### config.mk
export PLATFORM = sky130hd
export DESIGN_NAME = bpm_event_proc
export DESIGN_NICKNAME = d
export VERILOG_FILES = /design/src/logic/bpm_pkg.sv /design/src/logic/chan_stats.sv /design/src/logic/result_bank.sv /design/src/logic/packet_builder.sv /design/src/logic/slow_fifo.sv /design/src/logic/bpm_event_proc.sv
export SDC_FILE = /design/constraint.sdc
export NUM_CORES = 2
export LEC_CHECK = 0
export BUFFER_PORTS_ARGS = -buffer_cell sky130_fd_sc_hd__buf_4
export CAP_MARGIN = 20
export CORE_MARGIN = 5
export CORE_UTILIZATION = 25
export DETAILED_ROUTE_END_ITERATION = 8
export PLACE_DENSITY = 0.49
export SYNTH_ARGS = -nofsm -noshare
export SYNTH_HDL_FRONTEND = slang
export SYNTH_SLANG_ARGS = --single-unit
### constraint.sdc
create_clock -name clk -period 13.4 [get_ports clk]
set_input_delay 1.34 -clock clk [delete_from_list [all_inputs] [get_ports clk]]
set_output_delay 1.34 -clock clk [all_outputs]
set_load 0.01 [all_outputs]
### src/logic/bpm_pkg.sv
package bpm_pkg;

	//////////////////////////////////////////////////
	// widths and constants
	//////////////////////////////////////////////////
	localparam int SAMPLE_W   = 16;     // baseline-corrected adc sample
	localparam int POWER_W    = 32;     // sum of squares, wraps mod 2^32
	localparam int N_CH       = 4;      // electrodes a..d

	// overflow threshold, signed compare
	localparam logic signed [SAMPLE_W-1:0] OVF_LEVEL = 16'sh7FF0;

	localparam logic [31:0] PACKET_ID  = 32'h4142504D;   // "ABPM"
	localparam int          PACKET_LEN = 10;             // words per packet

	//////////////////////////////////////////////////
	// types
	//////////////////////////////////////////////////

	// one sample set, a in the top bits
	typedef struct packed {
		logic signed [SAMPLE_W-1:0] a;
		logic signed [SAMPLE_W-1:0] b;
		logic signed [SAMPLE_W-1:0] c;
		logic signed [SAMPLE_W-1:0] d;
	} sample_t;

	// per channel event result
	typedef struct packed {
		logic [SAMPLE_W-1:0] peak;   // largest sample seen
		logic                ovf;    // any sample >= OVF_LEVEL
		logic [POWER_W-1:0]  power;  // sum of squares
	} chan_result_t;

	// slow fifo word, one 32 bit value or two 16 bit halves
	typedef union packed {
		logic [31:0] full;
		struct packed {
			logic [15:0] hi;
			logic [15:0] lo;
		} halves;
	} pkt_word_u;

endpackage

### src/logic/chan_stats.sv
`timescale 1ns/1ns
module chan_stats (
	input  logic                                 clk,
	input  logic                                 RST_EVENT_NO,
	input  logic                                 in_valid,
	input  logic                                 event_end,
	input  logic signed [bpm_pkg::SAMPLE_W-1:0]  sample,
	output bpm_pkg::chan_result_t                result,
	output logic                                 stats_rdy
);
	import bpm_pkg::*;

	// most negative sample, peak search starts here
	localparam logic signed [SAMPLE_W-1:0] PEAK_INIT = {1'b1, {(SAMPLE_W-1){1'b0}}};

	logic signed [SAMPLE_W-1:0] peak_acc;
	logic signed [SAMPLE_W-1:0] peak_nxt;
	logic                       ovf_acc;
	logic                       ovf_nxt;
	logic [POWER_W-1:0]         pow_acc;
	logic [POWER_W-1:0]         pow_nxt;
	logic signed [POWER_W-1:0]  sq;          // sample squared, always >= 0

	//////////////////////////////////////////////////
	// running values including the current sample
	//////////////////////////////////////////////////
	assign sq       = sample * sample;                             // full 32 bit product
	assign peak_nxt = (sample > peak_acc) ? sample : peak_acc;     // signed compare
	assign ovf_nxt  = ovf_acc | (sample >= OVF_LEVEL);
	assign pow_nxt  = pow_acc + $unsigned(sq);                     // wraps, no saturation

	// accumulators and ready pulse
	always_ff @(posedge clk) begin
		if (RST_EVENT_NO) begin
			peak_acc  <= PEAK_INIT;
			ovf_acc   <= 1'b0;
			pow_acc   <= '0;
			stats_rdy <= 1'b0;
		end else begin
			stats_rdy <= in_valid & event_end;     // one cycle after last sample
			if (in_valid) begin
				if (event_end) begin
					// last sample goes to result, restart for next event
					peak_acc <= PEAK_INIT;
					ovf_acc  <= 1'b0;
					pow_acc  <= '0;
				end else begin
					peak_acc <= peak_nxt;
					ovf_acc  <= ovf_nxt;
					pow_acc  <= pow_nxt;
				end
			end
		end
	end

	// result held until the next event closes
	always_ff @(posedge clk) begin
		if (in_valid && event_end) begin
			result.peak  <= peak_nxt;
			result.ovf   <= ovf_nxt;
			result.power <= pow_nxt;
		end
	end

endmodule

### src/logic/result_bank.sv
`timescale 1ns/1ns
module result_bank (
	input  logic                   clk,
	input  logic                   RST_EVENT_NO,
	input  bpm_pkg::chan_result_t  ch_result [bpm_pkg::N_CH],
	input  logic                   stats_rdy,
	input  logic                   event_end,
	input  logic                   cal_flag,
	output bpm_pkg::chan_result_t  real_res [bpm_pkg::N_CH],
	output logic [bpm_pkg::POWER_W-1:0] cal_power_a,
	output logic [bpm_pkg::POWER_W-1:0] cal_power_b,
	output logic [15:0]            evt_cnt,
	output logic                   evt_done,
	output logic                   is_real
);

	logic cal_evt;   // cal_flag as seen at event_end

	//////////////////////////////////////////////////
	// event bookkeeping
	//////////////////////////////////////////////////
	always_ff @(posedge clk) begin
		if (RST_EVENT_NO) begin
			cal_evt  <= 1'b0;
			evt_cnt  <= '0;
			evt_done <= 1'b0;
			is_real  <= 1'b0;
		end else begin
			if (event_end)
				cal_evt <= cal_flag;   // level, sampled on last sample
			evt_done <= stats_rdy;     // follows results by one cycle
			if (stats_rdy) begin
				is_real <= ~cal_evt;
				if (!cal_evt)
					evt_cnt <= evt_cnt + 16'd1;   // real events only
			end
		end
	end

	// separate banks, cal events never touch real_res
	always_ff @(posedge clk) begin
		if (stats_rdy) begin
			if (!cal_evt) begin
				real_res <= ch_result;
			end else begin
				cal_power_a <= ch_result[0].power;
				cal_power_b <= ch_result[1].power;
			end
		end
	end

endmodule

### src/logic/packet_builder.sv
`timescale 1ns/1ns
module packet_builder #(
	parameter int FIFO_DEPTH = 32
) (
	input  logic                                clk,
	input  logic                                RST_EVENT_NO,
	input  logic                                evt_done,
	input  logic                                is_real,
	input  logic                                run,
	input  bpm_pkg::chan_result_t               real_res [bpm_pkg::N_CH],
	input  logic [bpm_pkg::POWER_W-1:0]         cal_power_a,
	input  logic [bpm_pkg::POWER_W-1:0]         cal_power_b,
	input  logic [15:0]                         evt_cnt,
	input  logic [$clog2(FIFO_DEPTH):0]         fifo_count,
	output logic [15:0]                         status,
	output logic                                wr_en,
	output bpm_pkg::pkt_word_u                  din
);
	import bpm_pkg::*;

	localparam int CW = $clog2(FIFO_DEPTH) + 1;   // fifo count width
	localparam int IW = $clog2(PACKET_LEN + 1);   // word index width

	logic          fifo_full;
	logic          room;       // space for a whole packet
	logic [IW-1:0] widx;       // next word to load, PID is word 0

	assign fifo_full = (fifo_count == CW'(FIFO_DEPTH));
	assign room      = (fifo_count <= CW'(FIFO_DEPTH - PACKET_LEN));

	// ovf a..d, spare, fifo full, run
	assign status = {real_res[0].ovf, real_res[1].ovf, real_res[2].ovf, real_res[3].ovf,
		10'b0, fifo_full, run};

	//////////////////////////////////////////////////
	// write sequencer, wr_en doubles as busy state
	//////////////////////////////////////////////////
	always_ff @(posedge clk) begin
		if (RST_EVENT_NO) begin
			wr_en <= 1'b0;
			widx  <= '0;
		end else if (!wr_en) begin
			if (evt_done && is_real && room) begin   // else packet skipped
				wr_en <= 1'b1;
				widx  <= IW'(1);
			end
		end else if (widx == IW'(PACKET_LEN)) begin
			wr_en <= 1'b0;                            // 10 words out
			widx  <= '0;
		end else begin
			widx  <= widx + IW'(1);
		end
	end

	// packet words
	always_ff @(posedge clk) begin
		if (!wr_en) begin
			din.full <= PACKET_ID;   // preloaded while idle
		end else begin
			case (widx)
				IW'(1): begin
					din.halves.hi <= status;
					din.halves.lo <= evt_cnt;
				end
				IW'(2): begin
					din.halves.hi <= real_res[0].peak;
					din.halves.lo <= real_res[1].peak;
				end
				IW'(3): begin
					din.halves.hi <= real_res[2].peak;
					din.halves.lo <= real_res[3].peak;
				end
				IW'(4): din.full <= real_res[0].power;
				IW'(5): din.full <= real_res[1].power;
				IW'(6): din.full <= real_res[2].power;
				IW'(7): din.full <= real_res[3].power;
				IW'(8): din.full <= cal_power_a;     // last cal event
				IW'(9): din.full <= cal_power_b;
				default: din.full <= din.full;      // last word, hold
			endcase
		end
	end

endmodule

### src/logic/slow_fifo.sv
`timescale 1ns/1ns
module slow_fifo #(
	parameter int FIFO_DEPTH = 32
) (
	input  logic                          clk,
	input  logic                          RST_EVENT_NO,
	input  logic                          wr_en,
	input  bpm_pkg::pkt_word_u            din,
	input  logic                          rd,
	output bpm_pkg::pkt_word_u            dout,
	output logic [$clog2(FIFO_DEPTH):0]   count,
	output logic                          full
);
	import bpm_pkg::*;

	localparam int AW = $clog2(FIFO_DEPTH);

	pkt_word_u     mem [FIFO_DEPTH];
	logic [AW-1:0] wr_ptr;
	logic [AW-1:0] rd_ptr;
	logic          do_wr;
	logic          do_rd;

	assign full  = (count == (AW+1)'(FIFO_DEPTH));
	assign do_wr = wr_en & ~full;
	assign do_rd = rd & (count != '0);    // empty read ignored
	assign dout  = mem[rd_ptr];           // head word, fall through

	//////////////////////////////////////////////////
	// pointers and count
	//////////////////////////////////////////////////
	always_ff @(posedge clk) begin
		if (RST_EVENT_NO) begin
			wr_ptr <= '0;
			rd_ptr <= '0;
			count  <= '0;
		end else begin
			if (do_wr)
				wr_ptr <= wr_ptr + AW'(1);   // wraps, depth is 2^n
			if (do_rd)
				rd_ptr <= rd_ptr + AW'(1);
			case ({do_wr, do_rd})
				2'b10:   count <= count + (AW+1)'(1);
				2'b01:   count <= count - (AW+1)'(1);
				default: count <= count;          // both or neither
			endcase
		end
	end

	// storage
	always_ff @(posedge clk) begin
		if (do_wr)
			mem[wr_ptr] <= din;
	end

endmodule

### src/logic/bpm_event_proc.sv
`timescale 1ns/1ns
module bpm_event_proc #(
	parameter int FIFO_DEPTH = 32
) (
	input  logic                         clk,
	input  logic                         RST_EVENT_NO,
	input  logic                         in_valid,
	input  logic                         event_end,
	input  logic                         cal_flag,
	input  logic                         run,
	input  bpm_pkg::sample_t             samples,
	input  logic                         fifo_rd,
	output bpm_pkg::pkt_word_u           fifo_dout,
	output logic [$clog2(FIFO_DEPTH):0]  fifo_count,
	output logic [15:0]                  status
);
	import bpm_pkg::*;

	logic [N_CH-1:0][SAMPLE_W-1:0] smp;       // sample_t seen as channel array, a on top
	chan_result_t                  ch_res   [N_CH];
	chan_result_t                  real_res [N_CH];
	logic [N_CH-1:0]               ch_rdy;    // all identical, ch 0 used
	logic [POWER_W-1:0]            cal_power_a;
	logic [POWER_W-1:0]            cal_power_b;
	logic [15:0]                   evt_cnt;
	logic                          evt_done;
	logic                          is_real;
	logic                          wr_en;
	pkt_word_u                     din;

	assign smp = samples;

	//////////////////////////////////////////////////
	// per channel stats, index 0 is channel a
	//////////////////////////////////////////////////
	for (genvar i = 0; i < N_CH; i++) begin : g_ch
		chan_stats u_stats (
			.clk(clk), .RST_EVENT_NO(RST_EVENT_NO),
			.in_valid(in_valid), .event_end(event_end),
			.sample(smp[N_CH-1-i]),
			.result(ch_res[i]), .stats_rdy(ch_rdy[i])
		);
	end

	result_bank u_bank (
		.clk(clk), .RST_EVENT_NO(RST_EVENT_NO),
		.ch_result(ch_res), .stats_rdy(ch_rdy[0]),
		.event_end(event_end), .cal_flag(cal_flag),
		.real_res(real_res), .cal_power_a(cal_power_a), .cal_power_b(cal_power_b),
		.evt_cnt(evt_cnt), .evt_done(evt_done), .is_real(is_real)
	);

	packet_builder #(.FIFO_DEPTH(FIFO_DEPTH)) u_pack (
		.clk(clk), .RST_EVENT_NO(RST_EVENT_NO),
		.evt_done(evt_done), .is_real(is_real), .run(run),
		.real_res(real_res), .cal_power_a(cal_power_a), .cal_power_b(cal_power_b),
		.evt_cnt(evt_cnt), .fifo_count(fifo_count),
		.status(status), .wr_en(wr_en), .din(din)
	);

	slow_fifo #(.FIFO_DEPTH(FIFO_DEPTH)) u_fifo (
		.clk(clk), .RST_EVENT_NO(RST_EVENT_NO),
		.wr_en(wr_en), .din(din), .rd(fifo_rd),
		.dout(fifo_dout), .count(fifo_count),
		.full()          // packer derives full from count
	);

endmodule

==> summary.md <==
| Metric | Value |
|---|---|
| Hold WC Path Type | `flop to flop` |
| H-tree depth | `4` |
| CTS tree | `built` |
| Max-cap violations | `0` |
| Core ar. | `424,000 sq um` |
| Nets | `9,651` |
| Routed length per placed instance | `20.9 um` |
| Register bit total from synthesis | `1,754` |
| Final instance area | `121,000 sq um` |
| DRC Markers | `0` |
| Kind of critical path | `primary input to flop` |
| Final setup fails | `0` |
| GPL Wtd Cong | `0.810` |
| Post-synthesis cell type count | `91` |
| Crit path DAT | `8.10 ns` |
| CP cell instances | `buf_4 -> inv_1 -> nor2_1 -> fa_1 -> inv_1 -> fa_1 -> inv_1 -> fa_1 -> fa_1 -> fa_1 -> inv_1 -> fa_1 -> inv_1 -> ha_1 -> a21o_1 -> a21oi_1 -> o21ai_0 -> a221oi_1 -> a2bb2oi_1 -> o311ai_1 -> a31oi_1 -> xnor2_1 -> a22o_1` |
| Placed insts | `13.5k` |
| Status | `completed` |
| Via count | `61.5k` |
| Clock Tree Buf Depth | `3` |
| Final antenna-violating net count | `0` |
| Fmax | `0.135 GHz` |
| Root Driver | `clkbuf_16` |
| Prevailing post-synth register cell | `edfxtp_1` |
| Final hold viol count | `0` |
| CP top delay family | `adder cells` |
| CP max stage delay | `0.73 ns` |
| Die footprint | `439,000 sq um` |
| Share of post-route cells with drive strength above 1 | `12.1%` |
| Clk sinks | `1,754` |
| IO buf count | `114` |
| CTS Buf Count | `185` |
| Clk slew on worst S/H paths | `0.06 ns` |
| Postcts setup bufs | `0` |
| Async SR Flop Fraction | `0%` |
| Total GRT Usage | `13.1%` |
| DRT iter0 DRCs | `4,549` |
| Slew @ Worst Pin | `1.11 ns` |
| Setup crit end kind | `flop` |
| Post-Synthesis Cells | `7,928` |
| DR vias/cell | `4.45` |
| Detailed Routing Iterations Pass 1 | `6` |
| Initial antenna violation count | `16` |
| Area growth from synthesis to layout | `13.5%` |
| Non-Filler Instances | `13.8k` |
| Critical path's most frequent cell | `fa_1` |
| Chip width | `663 um` |
| Crit path buffers/inverters | `6` |
| Max-slew violations | `0` |
| Final Routed Wirelength | `290 mm` |
| Area leader, netlist | `edfxtp_1` |
| Hold Buf Count CTS | `0` |
| Starting Density | `25.1%` |
| Number of global-route vias before repair | `67.1k` |
| Synth top area share | `41.7%` |
| Post-synth EDFFs | `1,480` |
| Die height | `663 um` |
| Dpl cell area | `114,000 sq um` |
| Synthesized area | `107,000 sq um` |
| Register area share after synthesis | `46.9%` |
| Final TNS setup | `0 ns` |
| Final Cycle Share | `55.1%` |
| HPWL after DPL | `199 mm` |
| FP Rows | `239` |
| Critical path required time | `14.12 ns` |
| GR Overflow Total | `0` |
| Top post-synthesis cells by area | `edfxtp_1 (42%), fa_1 (20%), mux4_2 (6.8%)` |
| Final core occ | `28.5%` |
| Tmin final | `7.39 ns` |
| CP Launch Type | `primary input` |
| Clock skew | `0.0878 ns` |
| Worst-Skew Late Latency | `0.85 ns` |
| Max_slew headroom | `25.5%` |
| CP max FO | `20` |
| Syn Area/Cell | `13.4 sq um` |
| Yosys warnings | `0` |
| I/O Pins | `125` |
| RSZ-0062 raised after global routing | `no` |
| Largest net degree at the start of global routing | `149` |
| Post-cts resize count | `0` |
| Slowest cell on the critical path | `fa_1` |
| First-pass GRT wire length | `438 mm` |
## cell usage in the layout, fill, tap and decap left out, types with 178 or more instances in the layout
cell type / n
and2_1: 178
buf_4: 201
clkbuf_16: 185
dfxtp_1: 267
edfxtp_1: 1480
fa_1: 1059
ha_1: 508
inv_1: 1558
mux4_2: 320
nand2_1: 440
nor2_1: 292
## layer usage
layer / share of wire, % / track usage [%]
met1: 43 / 17.3
met2: 49 / 22.5
met3: 4.4 / 1.75
met4: 2.8 / 3.60
met5: 0.039 / 0
## Yosys cell counts (17+ instances only)
cell type / count
a222oi_1: 30
mux2_2: 62
nand4_1: 31
a21oi_1: 150
nor2b_1: 55
a21o_1: 68
a31oi_1: 37
a221oi_1: 35
nand2_1: 440
nor3_1: 46
and2_1: 180
buf_1: 40
nand3_1: 57
dfxtp_1: 274
clkbuf_1: 266
o21a_1: 25
a22o_1: 107
inv_1: 1558
ha_1: 508
nand2b_1: 27
o21ai_0: 146
xnor2_1: 164
a22oi_1: 75
nand4b_1: 18
a221o_1: 17
xor2_1: 54
edfxtp_1: 1480
fa_1: 1059
o21bai_1: 19
mux4_2: 320
nor2_1: 331
a31o_2: 20
## through the flow
stage | hold slack, ns | setup WS, ns
3_3_place_gp | 0.405 | 4.99
5_1_grt | 0.421 | 5.62
2_1_floorplan | 0.400 | 5.81
3_5_place_dp | 0.405 | 5.12
6_report | 0.392 | 6.01
4_1_cts | 0.398 | 6.01
## area by class of cell
| type | instances | area, sq um |
|---|---|---|
| diodes | 8 | 20.0 |
| clock buffers | 241 | 4940 |
| clock inverters | 104 | 1280 |
| fillers | 42789 | 303000 |
| inverters | 1564 | 5870 |
| multi-input cells | 4284 | 49800 |
| flip-flops and latches | 1754 | 49900 |
| well taps | 5663 | 7090 |
| repair buffers | 224 | 2030 |
## registers in the layout (all words and copies together), names as in the netlist, 4 cells and up, named ones only
| name | count |
|---|---|
| g_ch.u_stats.peak_acc | 64 |
| u_fifo.rd_ptr | 5 |
| g_ch.u_stats.ovf_acc | 4 |
| u_bank.cal_power_b | 32 |
| u_pack.din | 32 |
| u_bank.real_res | 196 |
| u_bank.evt_cnt | 16 |
| g_ch.u_stats.result | 196 |
| u_bank.cal_power_a | 32 |
| u_pack.widx | 4 |
| u_fifo.mem | 1024 |
| u_fifo.count | 6 |
| u_fifo.wr_ptr | 5 |
| g_ch.u_stats.pow_acc | 128 |
## cells by family (layout without fill, tap and decap cells)
group / Yosys count / in the layout / synth area share, %
AO/OA/AOI/OAI: 837 / 837 / 5.62
XOR/XNOR: 218 / 218 / 1.79
adder cells (fa/ha/maj): 1567 / 1567 / 25.9
buffers and inverters: 1899 / 2133 / 6.78
flip-flops: 1754 / 1754 / 46.9
multiplexers: 394 / 394 / 7.54
other: 1 / 18 / 0.00352
AND/OR/NAND/NOR: 1258 / 1258 / 5.55
## path summary, 6_finish.rpt
check | from | endpoint | slack (ns) | cells after the start
hold / removal | g_ch[2].u_stats.result[43]$_DFFE_PP_ | u_bank.real_res[92]$_DFFE_PP_ | 0.39 | 0
hold reg to reg | g_ch[2].u_stats.result[43]$_DFFE_PP_ | u_bank.real_res[92]$_DFFE_PP_ | 0.39 | 0
setup / recovery | samples[31] | g_ch[2].u_stats.pow_acc[31]$_SDFFE_PP0P_ | 6.01 | 23
setup reg to reg | g_ch[0].u_stats.pow_acc[10]$_SDFFE_PP0P_ | g_ch[0].u_stats.result[30]$_DFFE_PP_ | 7.92 | 17
Power is left out: the tool's default activity adds up to more than one toggle a clock period on the data nets, which glitch-free logic cannot reach.
